<file path="src/logic/soc_pkg.sv">
`default_nettype none

package soc_pkg;

    // --------------------------------------------------
    // bus and SRAM widths
    // --------------------------------------------------
    localparam int DATA_W  = 32;
    localparam int ADDR_W  = 32;
    localparam int BE_W    = DATA_W / 8;
    localparam int SRAM_AW = 20;

    // --------------------------------------------------
    // dbus region map
    // --------------------------------------------------

    // 8 MB of external RAM, split into two 4 MB banks by bit 22
    localparam logic [ADDR_W-1:0] RAM_BASE = 32'h8000_0000;
    localparam logic [ADDR_W-1:0] RAM_MASK = 32'hff80_0000;

    localparam logic [ADDR_W-1:0] GPIO_BASE   = 32'hbfd0_0000;
    localparam logic [ADDR_W-1:0] TICK_BASE   = 32'hbfd0_0100;
    localparam logic [ADDR_W-1:0] PERIPH_MASK = 32'hffff_ff00;

    // --------------------------------------------------
    // bus and pin bundles
    // --------------------------------------------------

    // a master holds rd or wr high until it sees stall low
    typedef struct packed {
        logic [ADDR_W-1:0] addr;
        logic [DATA_W-1:0] wdata;
        logic [BE_W-1:0]   be;
        logic              rd;
        logic              wr;
    } bus_req_t;

    typedef struct packed {
        logic [DATA_W-1:0] rdata;
        logic              stall;
    } bus_rsp_t;

    // all controls are active low, shared by both banks except the chip enables
    typedef struct packed {
        logic [SRAM_AW-1:0] addr;
        logic [BE_W-1:0]    be_n;
        logic               base_ce_n;
        logic               ext_ce_n;
        logic               oe_n;
        logic               we_n;
        logic [DATA_W-1:0]  wdata;
    } sram_pins_t;

    typedef struct packed {
        logic [8:0]         upper;
        logic               bank;
        logic [SRAM_AW-1:0] word;
        logic [1:0]         offset;
    } ram_addr_fields_t;

    // one address word, read either raw or split into its SRAM fields
    typedef union packed {
        logic [ADDR_W-1:0] raw;
        ram_addr_fields_t  f;
    } ram_addr_u;

endpackage

`default_nettype wire

</file>
<file path="src/logic/dbus_decoder.sv">
`timescale 1ns/100ps
`default_nettype none

module dbus_decoder import soc_pkg::*; (
    input  bus_req_t          dbus_req_i,
    output bus_rsp_t          dbus_rsp_o,

    output bus_req_t          ram_req_o,
    input  bus_rsp_t          ram_rsp_i,

    output bus_req_t          gpio_req_o,
    input  logic [DATA_W-1:0] gpio_rdata_i,

    output bus_req_t          tick_req_o,
    input  logic [DATA_W-1:0] tick_rdata_i
);

    ram_addr_u addr;
    logic      hit_ram;
    logic      hit_gpio;
    logic      hit_tick;

    assign addr = dbus_req_i.addr;

    // --------------------------------------------------
    // region match
    // --------------------------------------------------
    assign hit_ram  = (addr.raw & RAM_MASK) == RAM_BASE;
    assign hit_gpio = (addr.raw & PERIPH_MASK) == GPIO_BASE;
    assign hit_tick = (addr.raw & PERIPH_MASK) == TICK_BASE;

    // payload goes to every target, only the matching one sees a strobe
    always_comb begin
        ram_req_o     = dbus_req_i;
        ram_req_o.rd  = dbus_req_i.rd & hit_ram;
        ram_req_o.wr  = dbus_req_i.wr & hit_ram;

        gpio_req_o    = dbus_req_i;
        gpio_req_o.rd = dbus_req_i.rd & hit_gpio;
        gpio_req_o.wr = dbus_req_i.wr & hit_gpio;

        tick_req_o    = dbus_req_i;
        tick_req_o.rd = dbus_req_i.rd & hit_tick;
        tick_req_o.wr = dbus_req_i.wr & hit_tick;
    end

    // --------------------------------------------------
    // response return
    // --------------------------------------------------

    // the peripherals never stall, unmapped space reads as zero
    always_comb begin
        dbus_rsp_o.rdata = '0;
        dbus_rsp_o.stall = 1'b0;
        if (hit_ram) begin
            dbus_rsp_o = ram_rsp_i;
        end else if (hit_gpio) begin
            dbus_rsp_o.rdata = gpio_rdata_i;
        end else if (hit_tick) begin
            dbus_rsp_o.rdata = tick_rdata_i;
        end
    end

endmodule

`default_nettype wire

</file>
<file path="src/logic/sram_ctrl.sv">
`timescale 1ns/100ps
`default_nettype none

module sram_ctrl import soc_pkg::*; #(
    parameter int ACCESS_CYCLES = 2
) (
    input  logic              clk_i,
    input  logic              arst_n_i,

    input  bus_req_t          port_a_req_i,
    output bus_rsp_t          port_a_rsp_o,
    input  bus_req_t          port_b_req_i,
    output bus_rsp_t          port_b_rsp_o,

    output sram_pins_t        sram_o,
    input  logic [DATA_W-1:0] sram_rdata_i
);

    localparam int CNT_W = $clog2(ACCESS_CYCLES + 1);

    localparam logic [1:0] ST_IDLE   = 2'd0;
    localparam logic [1:0] ST_STROBE = 2'd1;
    localparam logic [1:0] ST_DONE   = 2'd2;

    logic [1:0]        state_q;
    logic [CNT_W-1:0]  cnt_q;
    logic              grant_q;
    bus_req_t          req_q;
    logic [DATA_W-1:0] rdata_q;

    logic      a_req;
    logic      b_req;
    logic      pick_b;
    logic      strobe;
    logic      last_cycle;
    ram_addr_u cur_addr;

    assign a_req = port_a_req_i.rd | port_a_req_i.wr;
    assign b_req = port_b_req_i.rd | port_b_req_i.wr;

    // grant_q also remembers who went last, so on a tie the other port wins
    assign pick_b = b_req & (~a_req | ~grant_q);

    assign strobe     = state_q == ST_STROBE;
    assign last_cycle = cnt_q == CNT_W'(ACCESS_CYCLES - 1);

    // --------------------------------------------------
    // access sequencer
    // --------------------------------------------------
    always_ff @(posedge clk_i or negedge arst_n_i) begin
        if (!arst_n_i) begin
            state_q <= ST_IDLE;
            cnt_q   <= '0;
            grant_q <= 1'b0;
        end else begin
            case (state_q)
                ST_IDLE: begin
                    if (a_req | b_req) begin
                        state_q <= ST_STROBE;
                        cnt_q   <= '0;
                        grant_q <= pick_b;
                    end
                end
                ST_STROBE: begin
                    if (last_cycle) begin
                        state_q <= ST_DONE;
                    end else begin
                        cnt_q <= cnt_q + 1'b1;
                    end
                end
                default: begin
                    state_q <= ST_IDLE;
                end
            endcase
        end
    end

    always_ff @(posedge clk_i) begin
        if (state_q == ST_IDLE && (a_req | b_req)) begin
            req_q <= pick_b ? port_b_req_i : port_a_req_i;
        end
        // the SRAM output has settled by the last strobe cycle
        if (strobe && last_cycle && !req_q.wr) begin
            rdata_q <= sram_rdata_i;
        end
    end

    // --------------------------------------------------
    // pins
    // --------------------------------------------------
    assign cur_addr = req_q.addr;

    always_comb begin
        sram_o.addr      = cur_addr.f.word;
        sram_o.be_n      = strobe ? ~req_q.be : '1;
        sram_o.base_ce_n = ~(strobe & ~cur_addr.f.bank);
        sram_o.ext_ce_n  = ~(strobe & cur_addr.f.bank);
        sram_o.oe_n      = ~(strobe & ~req_q.wr);
        sram_o.we_n      = ~(strobe & req_q.wr);
        sram_o.wdata     = req_q.wdata;
    end

    // a requesting port is held until its own done cycle
    assign port_a_rsp_o.rdata = rdata_q;
    assign port_a_rsp_o.stall = a_req & ~((state_q == ST_DONE) & ~grant_q);

    assign port_b_rsp_o.rdata = rdata_q;
    assign port_b_rsp_o.stall = b_req & ~((state_q == ST_DONE) & grant_q);

endmodule

`default_nettype wire

</file>
<file path="src/logic/gpio_regs.sv">
`timescale 1ns/100ps
`default_nettype none

module gpio_regs import soc_pkg::*; (
    input  logic              clk_i,
    input  logic              arst_n_i,

    input  bus_req_t          bus_req_i,
    output logic [DATA_W-1:0] rdata_o,

    input  logic [DATA_W-1:0] gpio_in_i,
    output logic [15:0]       leds_o
);

    logic [DATA_W-1:0] out_q;
    logic              sel_out;

    assign sel_out = bus_req_i.addr[7:0] == 8'h00;

    // byte lanes of the output register are written independently
    always_ff @(posedge clk_i or negedge arst_n_i) begin
        if (!arst_n_i) begin
            out_q <= '0;
        end else if (bus_req_i.wr && sel_out) begin
            for (int i = 0; i < BE_W; i++) begin
                if (bus_req_i.be[i]) begin
                    out_q[8*i +: 8] <= bus_req_i.wdata[8*i +: 8];
                end
            end
        end
    end

    always_comb begin
        case (bus_req_i.addr[7:0])
            8'h00:   rdata_o = out_q;
            8'h04:   rdata_o = gpio_in_i;
            default: rdata_o = '0;
        endcase
    end

    assign leds_o = out_q[15:0];

endmodule

`default_nettype wire

</file>
<file path="src/logic/tick_counter.sv">
`timescale 1ns/100ps
`default_nettype none

module tick_counter import soc_pkg::*; (
    input  logic              clk_i,
    input  logic              arst_n_i,

    input  bus_req_t          bus_req_i,
    output logic [DATA_W-1:0] rdata_o
);

    logic [DATA_W-1:0] cnt_q;

    // any write restarts the count from zero, whatever the data
    always_ff @(posedge clk_i or negedge arst_n_i) begin
        if (!arst_n_i) begin
            cnt_q <= '0;
        end else if (bus_req_i.wr) begin
            cnt_q <= '0;
        end else begin
            cnt_q <= cnt_q + 1'b1;
        end
    end

    assign rdata_o = cnt_q;

endmodule

`default_nettype wire

</file>
<file path="src/logic/soc_top.sv">
`timescale 1ns/100ps
`default_nettype none

module soc_top import soc_pkg::*; #(
    parameter int ACCESS_CYCLES = 2
) (
    input  logic              clk_i,
    input  logic              arst_n_i,

    input  bus_req_t          ibus_req_i,
    output bus_rsp_t          ibus_rsp_o,
    input  bus_req_t          dbus_req_i,
    output bus_rsp_t          dbus_rsp_o,

    output sram_pins_t        sram_o,
    input  logic [DATA_W-1:0] sram_rdata_i,

    input  logic [DATA_W-1:0] gpio_in_i,
    output logic [15:0]       leds_o
);

    bus_req_t          dbus_ram_req;
    bus_rsp_t          dbus_ram_rsp;
    bus_req_t          gpio_req;
    logic [DATA_W-1:0] gpio_rdata;
    bus_req_t          tick_req;
    logic [DATA_W-1:0] tick_rdata;

    // --------------------------------------------------
    // dbus address decode
    // --------------------------------------------------
    dbus_decoder u_dbus_decoder (
        .dbus_req_i   (dbus_req_i),
        .dbus_rsp_o   (dbus_rsp_o),
        .ram_req_o    (dbus_ram_req),
        .ram_rsp_i    (dbus_ram_rsp),
        .gpio_req_o   (gpio_req),
        .gpio_rdata_i (gpio_rdata),
        .tick_req_o   (tick_req),
        .tick_rdata_i (tick_rdata)
    );

    // --------------------------------------------------
    // shared external RAM
    // --------------------------------------------------

    // the ibus has no other target, so it goes straight to port A
    sram_ctrl #(
        .ACCESS_CYCLES (ACCESS_CYCLES)
    ) u_sram_ctrl (
        .clk_i        (clk_i),
        .arst_n_i     (arst_n_i),
        .port_a_req_i (ibus_req_i),
        .port_a_rsp_o (ibus_rsp_o),
        .port_b_req_i (dbus_ram_req),
        .port_b_rsp_o (dbus_ram_rsp),
        .sram_o       (sram_o),
        .sram_rdata_i (sram_rdata_i)
    );

    // --------------------------------------------------
    // register peripherals
    // --------------------------------------------------
    gpio_regs u_gpio_regs (
        .clk_i     (clk_i),
        .arst_n_i  (arst_n_i),
        .bus_req_i (gpio_req),
        .rdata_o   (gpio_rdata),
        .gpio_in_i (gpio_in_i),
        .leds_o    (leds_o)
    );

    tick_counter u_tick_counter (
        .clk_i     (clk_i),
        .arst_n_i  (arst_n_i),
        .bus_req_i (tick_req),
        .rdata_o   (tick_rdata)
    );

endmodule

`default_nettype wire

</file>
<file path="config.mk">
export PLATFORM = sky130hd
export DESIGN_NAME = soc_top
export DESIGN_NICKNAME = d
export VERILOG_FILES = /design/src/logic/soc_pkg.sv /design/src/logic/dbus_decoder.sv /design/src/logic/sram_ctrl.sv /design/src/logic/gpio_regs.sv /design/src/logic/tick_counter.sv /design/src/logic/soc_top.sv
export SDC_FILE = /design/constraint.sdc
export NUM_CORES = 1
export LEC_CHECK = 0
export BUFFER_PORTS_ARGS = -buffer_cell sky130_fd_sc_hd__buf_4
export CAP_MARGIN = 0
export CORE_MARGIN = 4
export CORE_UTILIZATION = 50
export CTS_CLUSTER_DIAMETER = 80
export DETAILED_ROUTE_END_ITERATION = 10
export HOLD_SLACK_MARGIN = 0.03
export PLACE_DENSITY_LB_ADDON = 0.12
export SYNTH_ARGS = -nofsm -noshare
export SYNTH_HDL_FRONTEND = slang
export SYNTH_HIERARCHICAL = 1
export SYNTH_SLANG_ARGS = --single-unit
</file>
<file path="constraint.sdc">
create_clock -name clk_i -period 15.5 [get_ports clk_i]
set_input_delay 2.325 -clock clk_i [delete_from_list [all_inputs] [get_ports clk_i]]
set_output_delay 2.325 -clock clk_i [all_outputs]
set_load 0.02 [all_outputs]
</file>
# After elaboration in Yosys (flattened, before gate mapping)
# Cells that the tools add are included.
[totals] regBits=161 out_inout_bits=142 elab_cells=82
[op_classes] n_addsub=2 n_eq_ne=10 muxes=14 bitwise_logic=28 n_reduce_logical=15
[op_table] cell="two-way mux 32 bit" n=4
[op_table] cell="case mux 32 bit (2 select lines)" n=1
[op_table] cell="two-way mux 61 bit" n=1
[op_table] cell="equality test 24 bit, second input constant" n=2
[op_table] cell="adder 32 x 1 -> 32 bit, second input constant" n=1
[op_table] cell="bitwise AND 1 bit" n=13
[op_table] cell="AND reduction 2 bit" n=6
[op_table] cell="NOT 1 bit" n=10
[op_table] cell="equality test 9 bit, second input constant" n=1
[op_table] cell="equality test 8 x 3 -> 1 bit, second input constant" n=1
[op_table] cell="logical NOT 8 bit" n=1
[op_table] cell="two-way mux 2 bit" n=4
[op_table] cell="case mux 2 bit (2 select lines)" n=2
[op_table] cell="equality test 2 x 1 -> 1 bit, second input constant" n=2
[op_table] cell="logical AND 1 bit" n=4
[op_table] cell="two-way mux 4 bit" n=1
[op_table] cell="!= test 2 bit, second input constant" n=2
[op_table] cell="NOT 4 bit" n=1
[op_table] cell="bitwise OR 1 bit" n=4
[op_table] cell="AND reduction 3 bit" n=1
[op_table] cell="adder 2 x 1 -> 2 bit, second input constant" n=1
[op_table] cell="equality test 2 bit, second input constant" n=1
[op_table] cell="logical NOT 2 bit" n=1
[op_table] cell="!= test 2 x 1 -> 1 bit, second input constant" n=1
[op_table] cell="other kinds (3)" n=3

# Depth between registers and ports, before layout
[depth] depth_word=6 ltp_mapped=10 depth_no_buf=7

# By module
# The synthesis kept the hierarchy.
[by_module_without_submodules] module="sram_ctrl" instances=1 cells_per_inst=273 area_per_inst_um2=4413.0
[by_module_without_submodules] module="dbus_decoder" instances=1 cells_per_inst=335 area_per_inst_um2=2433.6
[by_module_without_submodules] module="gpio_regs" instances=1 cells_per_inst=160 area_per_inst_um2=1843.0
[by_module_without_submodules] module="tick_counter" instances=1 cells_per_inst=165 area_per_inst_um2=1607.8

# Least setup slack after synthesis
# No wires, ideal clock.
[synth_timing] path_kind="input port to flip-flop" startpoint="input dbus_req_i[61] (netlist name)" endpoint="register u_sram_ctrl.grant_q" setup_ns=0.354 arrival_ns=8.014 required_time_ns=15.146 slack_ns=7.132 stages=5 path_cell_list="or4_1 -> nor4_1 -> nor4_1 -> nor3_1 -> o32ai_1"
[synth_lines] item="from (decl)" line_no="soc_top.sv:12" rtl="input bus_req_t dbus_req_i,"
[synth_lines] item="to (signal assigned)" line_no="sram_ctrl.sv:61" rtl="grant_q <= pick_b;"
[synth_lines] item="to (decl)" line_no="sram_ctrl.sv:27" rtl="logic grant_q;"

==> results.ini <==
[worst_hold_path]
hold_end = u_sram_ctrl/cnt_q[0]$_DFFE_PN0P_
worstHoldStart = u_sram_ctrl/cnt_q[0]$_DFFE_PN0P_
hp-class = reg2reg
holdPathStages = 1

[critical_path]
path_cells = buf_4 > or4_1 > nor4_1 > o32a_1 > and2_1 > buf_4
cp_slowest_cell = nor4_1
r2r_slack_ns = 13.05
crit_top_cell = buf_4
reg2reg_depth = 3
critPathCaptureType = output port
cpPeakStageDelay_ns = 0.78
crit_type = in2out
arrival_ns = 4.31
crit_path_start_kind = input pin
crit_start = dbus_req_i[61]
r2r-start = u_sram_ctrl/state_q[0]$_DFFE_PN0P_
rr_endpoint = u_sram_ctrl/rdata_q[23]$_DFFE_PP_
crit_buf_inv = 2
path_delay_family = simple AND/OR/NAND/NOR gates
required_ns = 13.18
path_max_fanout = 4

[drt]
antenna_left = 0
drt_iter0_markers = 276
first_pass_iters = 4
vias = 6294
postRouteWirelength_mm = 23.8
drc = 0
post_drt_wl_per_cell_um = 19.8
viasPerCell = 5.24

[finish]
fin_cells = 1201
nFillCells = 1562
area_growth_pct = 19.2
final_cell_mix = 342 x buf_4, 90 x edfxtp_1, 70 x mux2_2
fin_nets = 1162
drive_gt1_frac = 0.506
antennaDiodeCount = 0
final_area_um2 = 11300
layout_commonest_cell = buf_4

[global_routing]
grt_pass1_wl_mm = 36.5
grt_use_total = 0.219
antenna_found_initial = 0
grt_pass1_vias = 6364
grt_remaining_overflow = 0
grt_start_max_net_pins = 70

[place]
post-place-cells = 1169
place.gp.congestion = 0.806
place_area_um2 = 10700
port_buffers = 336
hpwl_mm = 17.8

[run]
maxCapViolCount = 0

[power_and_ir_drop]
ir_drop_uv = 75.8
pwr_density_cell_nw_per_um2 = 116
total_power_uw = 1320
p_leak_uw = 0.00510

[timing]
slew_viol_final = 0
setup_viol = 0
finalSetupTns_ns = 0
hold_viol = 0
finalClockSkew_ns = 0.0133
slew_headroom = 0.363
fin_crit_ns = 6.63
max_freq_mhz = 151
worst_pin_slew_ns = 0.954
timing.final.crit_share = 0.428
rsz0062_at_grt = no

[floorplan]
core.rowCount = 50
initial_core_util = 0.509
ios = 348
die-area_um2 = 21300
fp.dieW_um = 146
core_area_um2 = 18700
die_y_um = 146

[clocking]
cts_hold_buf = 0
cts_setup_buffers = 0
cts.sinks = 159
numCtsBuffers = 17
htree_levels = 4
cts_buffer_depth = 2
clk_pin_slew_ns = 0.06
cts_tree = yes
clk_latency_ns = 0.43
cts_resized = 0
cts_root_buf = clkbuf_16

[yosys]
yosysWarnings = 6
syn_area_per_cell_um2 = 11.5
syn_area_um2 = 9510
syn_inst = 828
syn_nets = 1036

[run_status]
status = finished, final reports clean

-- worst reg2reg max path, cell delays in order (launching register included) --
cell and delay (ns):
dfrtp_1 0.45, nor2b_1 0.59, and2_1 0.24, nor2b_4 0.78
-- power by group --
group,internal (µW),switching (µW)
clock,271,179
combinational,129,181
sequential,533,23.9
-- layout make-up --
class	count	area, µm²	area share
flip-flops and latches	159	4430	0.391
multi-input cells	427	3390	0.299
repair buffers	342	2570	0.226
clock buffers	19	464	0.0409
well taps	234	293	0.0258
clock inverters	13	173	0.0152
inverters	7	26.3	0.00232
-- worst max-delay path by stage --
| stage | slack [ns] | cells after the start | end |
|---|---|---|---|
| 6_report | 8.87 | 6 | dbus_rsp_o[0] |
| 5_1_grt | 8.75 | 6 | dbus_rsp_o[0] |
| 4_1_cts | 8.85 | 6 | dbus_rsp_o[0] |
| 3_5_place_dp | 8.86 | 6 | dbus_rsp_o[0] |
| 3_3_place_gp | 8.89 | 7 | dbus_rsp_o[1] |
| 2_1_floorplan | 7.13 | 5 | u_sram_ctrl/grant_q$_DFFE_PN0P_ |
-- state kept, by name, indices dropped and copies added, names as in the netlist, 2 cells and up --
register and count:
u_sram_ctrl/state_q 2, u_sram_ctrl/cnt_q 2, u_sram_ctrl/req_q 5, u_sram_ctrl/cur_addr 21, u_tick_counter/rdata_o 32, u_gpio_regs/out_q 32, u_sram_ctrl/rdata_q 32, u_sram_ctrl/sram_o 32
-- stage by stage --
stage / util / setup slack (ns) / hold slack [ns]
finish: 0.606 / 8.87 / 0.476
global route: 0.606 / 8.75 / 0.495
CTS: 0.606 / 8.85 / 0.481
detailed placement: 0.572 / 8.86 / 0.472
global placement: 0.572 / 8.89 / 0.469
floorplan: - / 7.13 / 0.457
-- routing by layer --
layer / track usage / wire, µm / share of wire
met1: 0.283 / 10200 / 0.43
met2: 0.358 / 11500 / 0.48
met3: 0.0666 / 1680 / 0.070
met4: 0.0660 / 378 / 0.016
met5: 0 / 0 / 0
Note: power is estimated with default switching activity, not from simulation.
